**config.mk**
```make
export PLATFORM = sky130hd
export DESIGN_NAME = xbar_top
export DESIGN_NICKNAME = d
export VERILOG_FILES = /design/src/verilog/xbar_pkg.sv /design/src/verilog/cla_adder.sv /design/src/verilog/xbar_cfg_wb.sv /design/src/verilog/xbar_switch.sv /design/src/verilog/xbar_offset_stage.sv /design/src/verilog/xbar_top.sv
export SDC_FILE = /design/constraint.sdc
export NUM_CORES = 1
export LEC_CHECK = 0
export ABC_AREA = 1
export BUFFER_PORTS_ARGS = -buffer_cell sky130_fd_sc_hd__buf_2
export CORE_MARGIN = 3
export CORE_UTILIZATION = 56
export CTS_CLUSTER_DIAMETER = 60
export CTS_CLUSTER_SIZE = 20
export DETAILED_ROUTE_END_ITERATION = 16
export GPL_TIMING_DRIVEN = 0
export PLACE_DENSITY = 0.83
export SLEW_MARGIN = 20
export SYNTH_ARGS = -nofsm -noshare
export SYNTH_HDL_FRONTEND = slang
export SYNTH_SLANG_ARGS = --single-unit
```
**constraint.sdc**
```tcl
create_clock -name clock -period 3.1 [get_ports clock]
set_clock_uncertainty 0.05 [all_clocks]
set_input_delay 0.155 -clock clock [delete_from_list [all_inputs] [get_ports clock]]
set_output_delay 0.155 -clock clock [all_outputs]
set_load 0.005 [all_outputs]
```
**src/verilog/xbar_pkg.sv**
```systemverilog
// Crossbar package with data widths, Wishbone register map and reset values
`default_nettype none

package xbar_pkg;

    // Data path geometry
    localparam int DATA_W    = 16;
    localparam int NUM_PORTS = 4;
    localparam int SEL_W     = 2;

    // Wishbone slave port widths, word addressed
    localparam int WB_DATA_W = 32;
    localparam int WB_ADR_W  = 2;

    // Register map
    // Route register packs one 2-bit source select per output, out0 in the low bits
    localparam logic [WB_ADR_W-1:0] ADR_ROUTE = 2'd0;
    // Addends of out0 (low half) and out1 (high half)
    localparam logic [WB_ADR_W-1:0] ADR_ADD01 = 2'd1;
    // Addends of out2 (low half) and out3 (high half)
    localparam logic [WB_ADR_W-1:0] ADR_ADD23 = 2'd2;

    // Identity route, out n takes in n
    localparam logic [2*NUM_PORTS-1:0] RESET_ROUTE = 8'b11100100;

    // Every output adds one after reset
    localparam logic [DATA_W-1:0] RESET_ADDEND = 16'd1;

endpackage

`default_nettype wire

```
**src/verilog/cla_adder.sv**
```systemverilog
// Carry-lookahead adder from 4-bit lookahead groups, modulo the word width
`timescale 1ns/1ps
`default_nettype none

module cla_adder (
    input  wire logic [xbar_pkg::DATA_W-1:0] a,
    input  wire logic [xbar_pkg::DATA_W-1:0] b,
    output logic      [xbar_pkg::DATA_W-1:0] sum
);
    import xbar_pkg::*;

    // Bitwise propagate and generate
    logic [DATA_W-1:0] p;
    logic [DATA_W-1:0] g;

    // Carry into each bit; there is no carry-in and the carry-out is dropped
    logic [DATA_W-1:0] c;

    assign p = a ^ b;
    assign g = a & b;
    assign c[0] = 1'b0;

    for (genvar grp = 0; grp < DATA_W/4; grp++) begin : g_group
        logic [3:0] gp;
        logic [3:0] gg;
        logic       ci;

        assign gp = p[4*grp +: 4];
        assign gg = g[4*grp +: 4];
        assign ci = c[4*grp];

        // Internal carries, all formed in parallel from the group carry-in
        assign c[4*grp+1] = gg[0]
                          | (gp[0] & ci);
        assign c[4*grp+2] = gg[1]
                          | (gp[1] & gg[0])
                          | (gp[1] & gp[0] & ci);
        assign c[4*grp+3] = gg[2]
                          | (gp[2] & gg[1])
                          | (gp[2] & gp[1] & gg[0])
                          | (gp[2] & gp[1] & gp[0] & ci);

        // Group carry into the next group, skipped for the top group
        if (grp < DATA_W/4 - 1) begin : g_carry
            logic blk_p;
            logic blk_g;

            assign blk_p = &gp;
            assign blk_g = gg[3]
                         | (gp[3] & gg[2])
                         | (gp[3] & gp[2] & gg[1])
                         | (gp[3] & gp[2] & gp[1] & gg[0]);

            assign c[4*grp+4] = blk_g | (blk_p & ci);
        end
    end

    assign sum = p ^ c;

endmodule

`default_nettype wire

```
**src/verilog/xbar_cfg_wb.sv**
```systemverilog
// Wishbone classic slave holding the crossbar route and per-output addend registers
`timescale 1ns/1ps
`default_nettype none

module xbar_cfg_wb (
    input  wire logic                           clock,
    input  wire logic                           reset,
    input  wire logic                           wb_cyc,
    input  wire logic                           wb_stb,
    input  wire logic                           wb_we,
    input  wire logic [xbar_pkg::WB_ADR_W-1:0]  wb_adr,
    input  wire logic [xbar_pkg::WB_DATA_W-1:0] wb_dat_w,
    output logic      [xbar_pkg::WB_DATA_W-1:0] wb_dat_r,
    output logic                                wb_ack,
    output logic      [2*xbar_pkg::NUM_PORTS-1:0] route,
    output logic      [xbar_pkg::DATA_W-1:0]    add0,
    output logic      [xbar_pkg::DATA_W-1:0]    add1,
    output logic      [xbar_pkg::DATA_W-1:0]    add2,
    output logic      [xbar_pkg::DATA_W-1:0]    add3
);
    import xbar_pkg::*;

    logic                 req;
    logic [WB_DATA_W-1:0] rd_data;

    // New request only while no ack is outstanding, so each strobe gets one ack
    assign req = wb_cyc && wb_stb && !wb_ack;

    // Read data for the addressed register
    always_comb begin
        case (wb_adr)
            ADR_ROUTE: rd_data = {{(WB_DATA_W-2*NUM_PORTS){1'b0}}, route};
            ADR_ADD01: rd_data = {add1, add0};
            ADR_ADD23: rd_data = {add3, add2};
            default:   rd_data = '0;
        endcase
    end

    // Single-cycle acknowledge
    always_ff @(posedge clock) begin
        if (reset) begin
            wb_ack <= 1'b0;
        end else begin
            wb_ack <= req;
        end
    end

    // Read data is captured with the ack and held while it is high
    always_ff @(posedge clock) begin
        if (req) begin
            wb_dat_r <= rd_data;
        end
    end

    // Configuration registers, written on the acknowledging edge
    always_ff @(posedge clock) begin
        if (reset) begin
            route <= RESET_ROUTE;
            add0  <= RESET_ADDEND;
            add1  <= RESET_ADDEND;
            add2  <= RESET_ADDEND;
            add3  <= RESET_ADDEND;
        end else if (req && wb_we) begin
            case (wb_adr)
                ADR_ROUTE: begin
                    route <= wb_dat_w[2*NUM_PORTS-1:0];
                end
                ADR_ADD01: begin
                    add0 <= wb_dat_w[DATA_W-1:0];
                    add1 <= wb_dat_w[WB_DATA_W-1:DATA_W];
                end
                ADR_ADD23: begin
                    add2 <= wb_dat_w[DATA_W-1:0];
                    add3 <= wb_dat_w[WB_DATA_W-1:DATA_W];
                end
                // Address 3 has no register behind it
                default: begin
                end
            endcase
        end
    end

endmodule

`default_nettype wire

```
**src/verilog/xbar_switch.sv**
```systemverilog
// Crossbar switch with registered inputs and route, then a registered selection stage
`timescale 1ns/1ps
`default_nettype none

module xbar_switch (
    input  wire logic                             clock,
    input  wire logic                             reset,
    input  wire logic [xbar_pkg::DATA_W-1:0]      in0,
    input  wire logic [xbar_pkg::DATA_W-1:0]      in1,
    input  wire logic [xbar_pkg::DATA_W-1:0]      in2,
    input  wire logic [xbar_pkg::DATA_W-1:0]      in3,
    input  wire logic [2*xbar_pkg::NUM_PORTS-1:0] route,
    output logic      [xbar_pkg::DATA_W-1:0]      sw0,
    output logic      [xbar_pkg::DATA_W-1:0]      sw1,
    output logic      [xbar_pkg::DATA_W-1:0]      sw2,
    output logic      [xbar_pkg::DATA_W-1:0]      sw3
);
    import xbar_pkg::*;

    // First stage, inputs and route captured on the same edge
    logic [DATA_W-1:0]      in_q [NUM_PORTS];
    logic [2*NUM_PORTS-1:0] route_q;

    // Selected source word per output
    logic [DATA_W-1:0]      pick [NUM_PORTS];

    always_ff @(posedge clock) begin
        if (reset) begin
            in_q    <= '{default: '0};
            route_q <= '0;
        end else begin
            in_q[0] <= in0;
            in_q[1] <= in1;
            in_q[2] <= in2;
            in_q[3] <= in3;
            route_q <= route;
        end
    end

    // One selector per output, driven by that output's field of the captured route.
    // Since route_q travels with in_q, a route change switches on a word boundary.
    always_comb begin
        for (int o = 0; o < NUM_PORTS; o++) begin
            case (route_q[SEL_W*o +: SEL_W])
                2'd0:    pick[o] = in_q[0];
                2'd1:    pick[o] = in_q[1];
                2'd2:    pick[o] = in_q[2];
                default: pick[o] = in_q[3];
            endcase
        end
    end

    // Second stage
    always_ff @(posedge clock) begin
        if (reset) begin
            sw0 <= '0;
            sw1 <= '0;
            sw2 <= '0;
            sw3 <= '0;
        end else begin
            sw0 <= pick[0];
            sw1 <= pick[1];
            sw2 <= pick[2];
            sw3 <= pick[3];
        end
    end

endmodule

`default_nettype wire

```
**src/verilog/xbar_offset_stage.sv**
```systemverilog
// Output stage adding each output's addend to its switch word and registering the sum
`timescale 1ns/1ps
`default_nettype none

module xbar_offset_stage (
    input  wire logic                        clock,
    input  wire logic                        reset,
    input  wire logic [xbar_pkg::DATA_W-1:0] sw0,
    input  wire logic [xbar_pkg::DATA_W-1:0] sw1,
    input  wire logic [xbar_pkg::DATA_W-1:0] sw2,
    input  wire logic [xbar_pkg::DATA_W-1:0] sw3,
    input  wire logic [xbar_pkg::DATA_W-1:0] add0,
    input  wire logic [xbar_pkg::DATA_W-1:0] add1,
    input  wire logic [xbar_pkg::DATA_W-1:0] add2,
    input  wire logic [xbar_pkg::DATA_W-1:0] add3,
    output logic      [xbar_pkg::DATA_W-1:0] out0,
    output logic      [xbar_pkg::DATA_W-1:0] out1,
    output logic      [xbar_pkg::DATA_W-1:0] out2,
    output logic      [xbar_pkg::DATA_W-1:0] out3
);
    import xbar_pkg::*;

    logic [DATA_W-1:0] sum0;
    logic [DATA_W-1:0] sum1;
    logic [DATA_W-1:0] sum2;
    logic [DATA_W-1:0] sum3;

    // Addends come straight from the config registers, so a write shows on the next edge
    cla_adder u_add0 (.a(sw0), .b(add0), .sum(sum0));
    cla_adder u_add1 (.a(sw1), .b(add1), .sum(sum1));
    cla_adder u_add2 (.a(sw2), .b(add2), .sum(sum2));
    cla_adder u_add3 (.a(sw3), .b(add3), .sum(sum3));

    // Third pipeline stage
    always_ff @(posedge clock) begin
        if (reset) begin
            out0 <= '0;
            out1 <= '0;
            out2 <= '0;
            out3 <= '0;
        end else begin
            out0 <= sum0;
            out1 <= sum1;
            out2 <= sum2;
            out3 <= sum3;
        end
    end

endmodule

`default_nettype wire

```
**src/verilog/xbar_top.sv**
```systemverilog
// Four-port pipelined crossbar with per-output offset and Wishbone configuration
`timescale 1ns/1ps
`default_nettype none

module xbar_top (
    input  wire logic                           clock,
    input  wire logic                           reset,
    input  wire logic                           wb_cyc,
    input  wire logic                           wb_stb,
    input  wire logic                           wb_we,
    input  wire logic [xbar_pkg::WB_ADR_W-1:0]  wb_adr,
    input  wire logic [xbar_pkg::WB_DATA_W-1:0] wb_dat_w,
    output logic      [xbar_pkg::WB_DATA_W-1:0] wb_dat_r,
    output logic                                wb_ack,
    input  wire logic [xbar_pkg::DATA_W-1:0]    in0,
    input  wire logic [xbar_pkg::DATA_W-1:0]    in1,
    input  wire logic [xbar_pkg::DATA_W-1:0]    in2,
    input  wire logic [xbar_pkg::DATA_W-1:0]    in3,
    output logic      [xbar_pkg::DATA_W-1:0]    out0,
    output logic      [xbar_pkg::DATA_W-1:0]    out1,
    output logic      [xbar_pkg::DATA_W-1:0]    out2,
    output logic      [xbar_pkg::DATA_W-1:0]    out3
);
    import xbar_pkg::*;

    // Configuration to data path
    logic [2*NUM_PORTS-1:0] route;
    logic [DATA_W-1:0]      add0;
    logic [DATA_W-1:0]      add1;
    logic [DATA_W-1:0]      add2;
    logic [DATA_W-1:0]      add3;

    // Switch to offset stage
    logic [DATA_W-1:0]      sw0;
    logic [DATA_W-1:0]      sw1;
    logic [DATA_W-1:0]      sw2;
    logic [DATA_W-1:0]      sw3;

    xbar_cfg_wb u_cfg (
        .clock    (clock),
        .reset    (reset),
        .wb_cyc   (wb_cyc),
        .wb_stb   (wb_stb),
        .wb_we    (wb_we),
        .wb_adr   (wb_adr),
        .wb_dat_w (wb_dat_w),
        .wb_dat_r (wb_dat_r),
        .wb_ack   (wb_ack),
        .route    (route),
        .add0     (add0),
        .add1     (add1),
        .add2     (add2),
        .add3     (add3)
    );

    xbar_switch u_switch (
        .clock (clock),
        .reset (reset),
        .in0   (in0),
        .in1   (in1),
        .in2   (in2),
        .in3   (in3),
        .route (route),
        .sw0   (sw0),
        .sw1   (sw1),
        .sw2   (sw2),
        .sw3   (sw3)
    );

    xbar_offset_stage u_offset (
        .clock (clock),
        .reset (reset),
        .sw0   (sw0),
        .sw1   (sw1),
        .sw2   (sw2),
        .sw3   (sw3),
        .add0  (add0),
        .add1  (add1),
        .add2  (add2),
        .add3  (add3),
        .out0  (out0),
        .out1  (out1),
        .out2  (out2),
        .out3  (out3)
    );

endmodule

`default_nettype wire

```
[Word-level counts from Yosys, hierarchy flattened]
Cells that the tools add are included.
Storage, ports and cells
  input bits: 103
  bits in registers: 305
Operators by class
  bitwise operators: 332
  multiplexer cells: 5
  reductions and logical operators: 20
  equal/unequal tests: 10
Operators by type and width (count)
  $and 1x1->1: 192
  $pmux 16 s3: 4
  $or 1x1->1: 128
  $xor 16x16->16: 8
  $pmux 32 s3: 1
  $and 15x15->15: 4
  $reduce_and 4->1: 8
  $eq 2x1->1 const B: 5
  $eq 2x2->1 const B: 5
  $logic_not 2->1: 5
  $reduce_and 2->1: 3
  $logic_and 1x1->1: 3
  $logic_not 1->1: 1

[Longest topological paths before layout]
  word-level depth: 12
  depth in mapped cells: 13
  mapped depth without buffers: 13

[Hierarchy]
From an unflattened synthesis, not the netlist that was laid out.
Second synthesis, totals
  cell total of the unflattened synthesis: 1895
  area, all modules: 14720.4 µm²
By module, submodules not included
  xbar_switch: sequential area each 2722.6 µm², area an instance 5784.3 µm², instances 1, cells each 811
  xbar_cfg_wb: sequential area each 2422.3 µm², area an instance 4470.5 µm², instances 1, cells each 536
  xbar_offset_stage: sequential area each 1281.2 µm², area an instance 1840.5 µm², instances 1, cells each 199
  cla_adder at u_offset.u_add0 ...: sequential area each 0.0 µm², area an instance 660.6 µm², instances 2, cells each 87
  cla_adder at u_offset.u_add2: sequential area each 0.0 µm², area an instance 658.1 µm², instances 1, cells each 88
  cla_adder at u_offset.u_add3: sequential area each 0.0 µm², area an instance 645.6 µm², instances 1, cells each 87

[Worst setup path before layout]
No wires, ideal clock.
  path type: register -> register
  start point: register u_cfg.wb_ack
  end point: register u_cfg.route[3] (netlist name)
  buffers on the path: 0
  setup slack: 0.921 ns
  arrival time: 2.010 ns
  clock period less this slack: 2.179 ns
  stages on the path, launching flop included: 7
  required time: 2.931 ns
  path through: dfxtp_1 nor3_4 nand2_4 nor2_4 inv_2 o21ai_0 a21oi_1
Between the ends
  cells in the longest elaborated chain, start to end: 4
RTL lines
  from (decl): RTL line xbar_cfg_wb.sv:14  | output logic wb_ack,
  from (signal assigned): RTL line xbar_cfg_wb.sv:44  | wb_ack <= req;
  $logic_not 1->1: RTL line xbar_cfg_wb.sv:27  | assign req = wb_cyc && wb_stb && !wb_ack;
  $logic_and 1x1->1: RTL line xbar_cfg_wb.sv:27
  via u_cfg.req: RTL line xbar_cfg_wb.sv:23  | logic req;
  $logic_and 1x1->1: RTL line xbar_cfg_wb.sv:63  | end else if (req && wb_we) begin
  $reduce_and 2->1 (no line)
  to (signal assigned): RTL line xbar_cfg_wb.sv:66  | route <= wb_dat_w[2*NUM_PORTS-1:0];
  to (decl): RTL line xbar_cfg_wb.sv:15  | output logic [2*xbar_pkg::NUM_PORTS-1:0] route,
The timed path passes the listed nets, and every way through them passes these cells.
A chain may end at the register's enable or synchronous reset.

[Worst setup path in the final report]
  start point: register u_cfg.add2[3] (netlist name)
  end point: register u_offset.out2[13] (netlist name)
Between the ends
  cells in the longest elaborated chain, start to end: 12
  elaborated cells between the ends (all ways): 17
RTL lines
  from (decl): RTL line xbar_cfg_wb.sv:18  | output logic [xbar_pkg::DATA_W-1:0] add2,
  from (signal assigned): RTL line xbar_cfg_wb.sv:73  | add2 <= wb_dat_w[DATA_W-1:0];
  $xor 16x16->16: RTL line cla_adder.sv:19  | assign p = a ^ b;
  $and 1x1->1 (on tied branches): RTL line cla_adder.sv:50, cla_adder.sv:51, cla_adder.sv:52
  $or 1x1->1, or another cell as far along: RTL line cla_adder.sv:50  | | (gp[3] & gg[2])
  $or 1x1->1 / $and 1x1->1 (equally long branches): RTL line cla_adder.sv:51, cla_adder.sv:52
  $or 1x1->1 *: RTL line cla_adder.sv:52  | | (gp[3] & gp[2] & gp[1] & gg[0]);
  $and 1x1->1 *: RTL line cla_adder.sv:54  | assign c[4*grp+4] = blk_g | (blk_p & ci);
  $or 1x1->1 *: RTL line cla_adder.sv:54
  $and 1x1->1 *: RTL line cla_adder.sv:54
  $or 1x1->1 *: RTL line cla_adder.sv:54
  $and 1x1->1 *: RTL line cla_adder.sv:34  | | (gp[0] & ci);
  $or 1x1->1 *: RTL line cla_adder.sv:34
  $xor 16x16->16 *: RTL line cla_adder.sv:58  | assign sum = p ^ c;
  to (signal assigned): RTL line xbar_offset_stage.sv:44  | out2 <= sum2;
  to (decl): RTL line xbar_offset_stage.sv:18  | output logic [xbar_pkg::DATA_W-1:0] out2,
Mark *: on every way between the ends. The rest lies on a longest branch, timed or not.

==> flow_summary.toml <==
[detailed_routing]
viasPerCell = 5.72
highest_layer = "met4"
antenna_left = 0
firstDrtPassIters = 6
finalWirelength_um = 48000
drtIter0Drc = 1221
wire_per_inst_um = 21.4
dr_wl_met3_um = 4520
vias = 12800
met1_length_um = 18400
drc_errors = 0
wl_met2_um = 23000

[clock_network]
root_buffer = "clkbuf_16"
clk_pin_slew_ns = 0.09
cts_buffers = 22
cts_resized = 0
clkSinkCount = 305
cts_buffer_depth = 3
cts_tree = "yes"
clk_latency_ns = 0.54
cts_max_level = 1

[worst_setup_path]
cp-end-kind = "flop"
slowest_delay_ns = 0.40
crit_fanout = 4
critPathMostFrequentCell = "nand2_2"
crit_path_top_delay_cell = "fa_1"
critical_path.top_delay_family = "simple AND/OR/NAND/NOR gates"
cp_cell_sequence = "ha_1 -> or2_0 -> nand2_1 -> nand2_2 -> nand2_1 -> nand2_2 -> nand2_2 -> nand2_2 -> fa_1 -> xnor2_1 -> nor2_1"
cp.arrival_ns = 2.75
required_ns = 3.44
worstSetupPathType = "reg2reg"
critical_path_buf_inv_count = 0
start_kind = "flop"

[die]
initial_utilization_pct = 57.9
fp-row-count = 55
io_pins = 200
die_w_um = 160
fp.coreArea_um2 = 23000
fp.dieArea_um2 = 25700
dieHeight_um = 160

[placement]
gp_congestion = 1.06
io_buffer_count = 198
post-place-ws_ns = 0.749
place_hpwl_um = 33000

[yosys]
synth.distinct_cells = 38
yosysWarnings = 0
ys_seq_area_share_pct = 48.3
synth-main-ff-cell = "dfxtp_1"
ys_seq_elements = 305
synth_area_um2 = 13300
synth-edff-count = 32
syn-num-nets = 1769
synthCells = 1590
postSynth.asyncResetShare_pct = 0
avgSynthCellArea_um2 = 8.38

[grt]
gr-usage-all-layers_pct = 36.3
grt_pass1_wl_um = 72600
grt_max_degree = 22
antenna_found_initial = 0
gr-total-overflow = 0
grt_pass1_vias = 12800

[job]
cap_violations = 0

[pwr]
internal_power_mw = 6.17
p_clk_share_pct = 37.5
switching_power_mw = 2.16
p_per_area_nw_per_um2 = 505
swShare_pct = 25.9
irDropWorstVdd_uv = 493
power_mw = 8.33
combPwrFrac_pct = 11.2
seqPwrFrac_pct = 51.3
p_leak_nw = 8.21

[finish]
synthToLayoutAreaGrowth_pct = 23.9
diodes = 0
reg_top3 = "u_switch.in_q x64, u_cfg.wb_dat_r x32"
largest_register_ffs = 64
nFillCells = 1716
largest-register = "u_switch.in_q"
drive_above_1_share_pct = 15.6
nets = 2091
layout_common_cells = "nor2_1, dfxtp_1, inv_1"
layout_commonest_cell = "nor2_1"

[sta]
fmax_mhz = 414
setup_slack_ns = 0.687
period_minus_slack_ns = 2.41
setup_viol = 0
tns_ns = 0
worst_pin_slew_ns = 1.17
rsz0062_at_grt = "no"
slew_headroom_pct = 21.9
period_share_pct = 77.8
hold_violations = 0
drv_slew = 0

[run_status]
outcome = "complete, no violations"

[min_path]
hold_path_class = "in2reg"
-- worst min-delay path, stage by stage --
cell    delay (ns)
buf_2         0.10
inv_1         0.10
nor3_4        0.10
-- layer usage --
| layer | up-vias | track usage [%] |
|---|---|---|
| li1 | 5865 | - |
| met1 | 6029 | 45.0 |
| met2 | 771 | 62.5 |
| met3 | 144 | 6.43 |
| met4 | 0 | 14.8 |
| met5 | - | 0 |
-- what timing repair did --
| action | CTS | global route |
|---|---|---|
| hold endpoints to repair | 138 | 0 |
| hold buffers | 98 | 0 |
| buffers inserted | 0 | 0 |
-- final cells by class --
class | instances | area [um^2] | area share [%]
Timing Repair Buffer | 298 | 2000 | 12.1
Tap cell | 313 | 392 | 2.37
Clock buffer | 32 | 714 | 4.33
Inverter | 236 | 891 | 5.40
Clock inverter | 7 | 70.1 | 0.425
Sequential cell | 305 | 6430 | 39.0
Buffer | 66 | 358 | 2.17
Multi-Input combinational cell | 983 | 5640 | 34.2
-- power groups by stage --
stage | logic (mW) | registers (mW) | clock network (mW)
final | 0.933 | 4.27 | 3.13
after global routing | 1.01 | 4.29 | 3.26
after CTS | 0.889 | 4.26 | 3.12
after detailed placement | 0.787 | 4.35 | 0
after global placement | 0.768 | 4.35 | 0
after floorplan | 0.435 | 4.33 | 0
-- Yosys cell counts, types with 7 or more instances --
cell | n | area share, %
edfxtp_1 | 32 | 7.2
xnor2_1 | 20 | 1.3
nand3_1 | 28 | 1.1
o21bai_1 | 8 | 0.45
a22o_1 | 23 | 1.5
inv_1 | 224 | 6.3
nor2_1 | 276 | 7.8
o21ai_0 | 126 | 4.7
fa_1 | 16 | 2.4
o211ai_1 | 18 | 1.0
buf_2 | 16 | 0.60
a21oi_1 | 114 | 4.3
clkbuf_1 | 33 | 0.93
nand2_1 | 169 | 4.8
inv_2 | 7 | 0.20
buf_6 | 12 | 1.0
nand4_1 | 8 | 0.38
ha_1 | 60 | 5.6
o221ai_1 | 59 | 3.9
dfxtp_1 | 273 | 41
nand2_2 | 20 | 0.94
-- through the flow --
| stage | hold slack [ns] | util, % | instances | area [um^2] |
|---|---|---|---|---|
| finish | 0.0557 | 71.8 | 2240 | 16500 |
| floorplan | 0.212 | - | 1590 | 13300 |
| CTS | 0.0468 | 71.8 | 2240 | 16500 |
| global placement | 0.309 | 64.0 | 2101 | 14700 |
| detailed placement | 0.311 | 64.1 | 2103 | 14700 |
| global route | 0.0656 | 71.8 | 2240 | 16500 |
-- cell families (layout without fill, tap and decap cells) --
logic type	after synthesis	in the layout	share of synthesized area (%)
compound gates	366	366	16.8
xor+xnor	20	20	1.32
fa+ha+maj	76	76	8.04
buf+inv	302	639	9.38
flops	305	305	48.3
simple gates	521	521	16.2
-- worst paths after layout --
check	cells past startpoint	to	slack [ns]	startpoint
setup / recovery	11	u_offset.out2[13]$_SDFF_PP0_	0.69	u_cfg.add2[3]$_SDFFE_PP0P_
hold / removal	3	u_cfg.wb_dat_r[26]$_DFFE_PP_	0.06	wb_cyc
hold reg to reg	2	u_switch.route_q[3]$_SDFF_PP0_	0.43	u_cfg.route[3]$_SDFFE_PP0P_
setup reg to reg	11	u_offset.out2[13]$_SDFF_PP0_	0.69	u_cfg.add2[3]$_SDFFE_PP0P_
No activity file was read; power rests on OpenSTA's default activity.
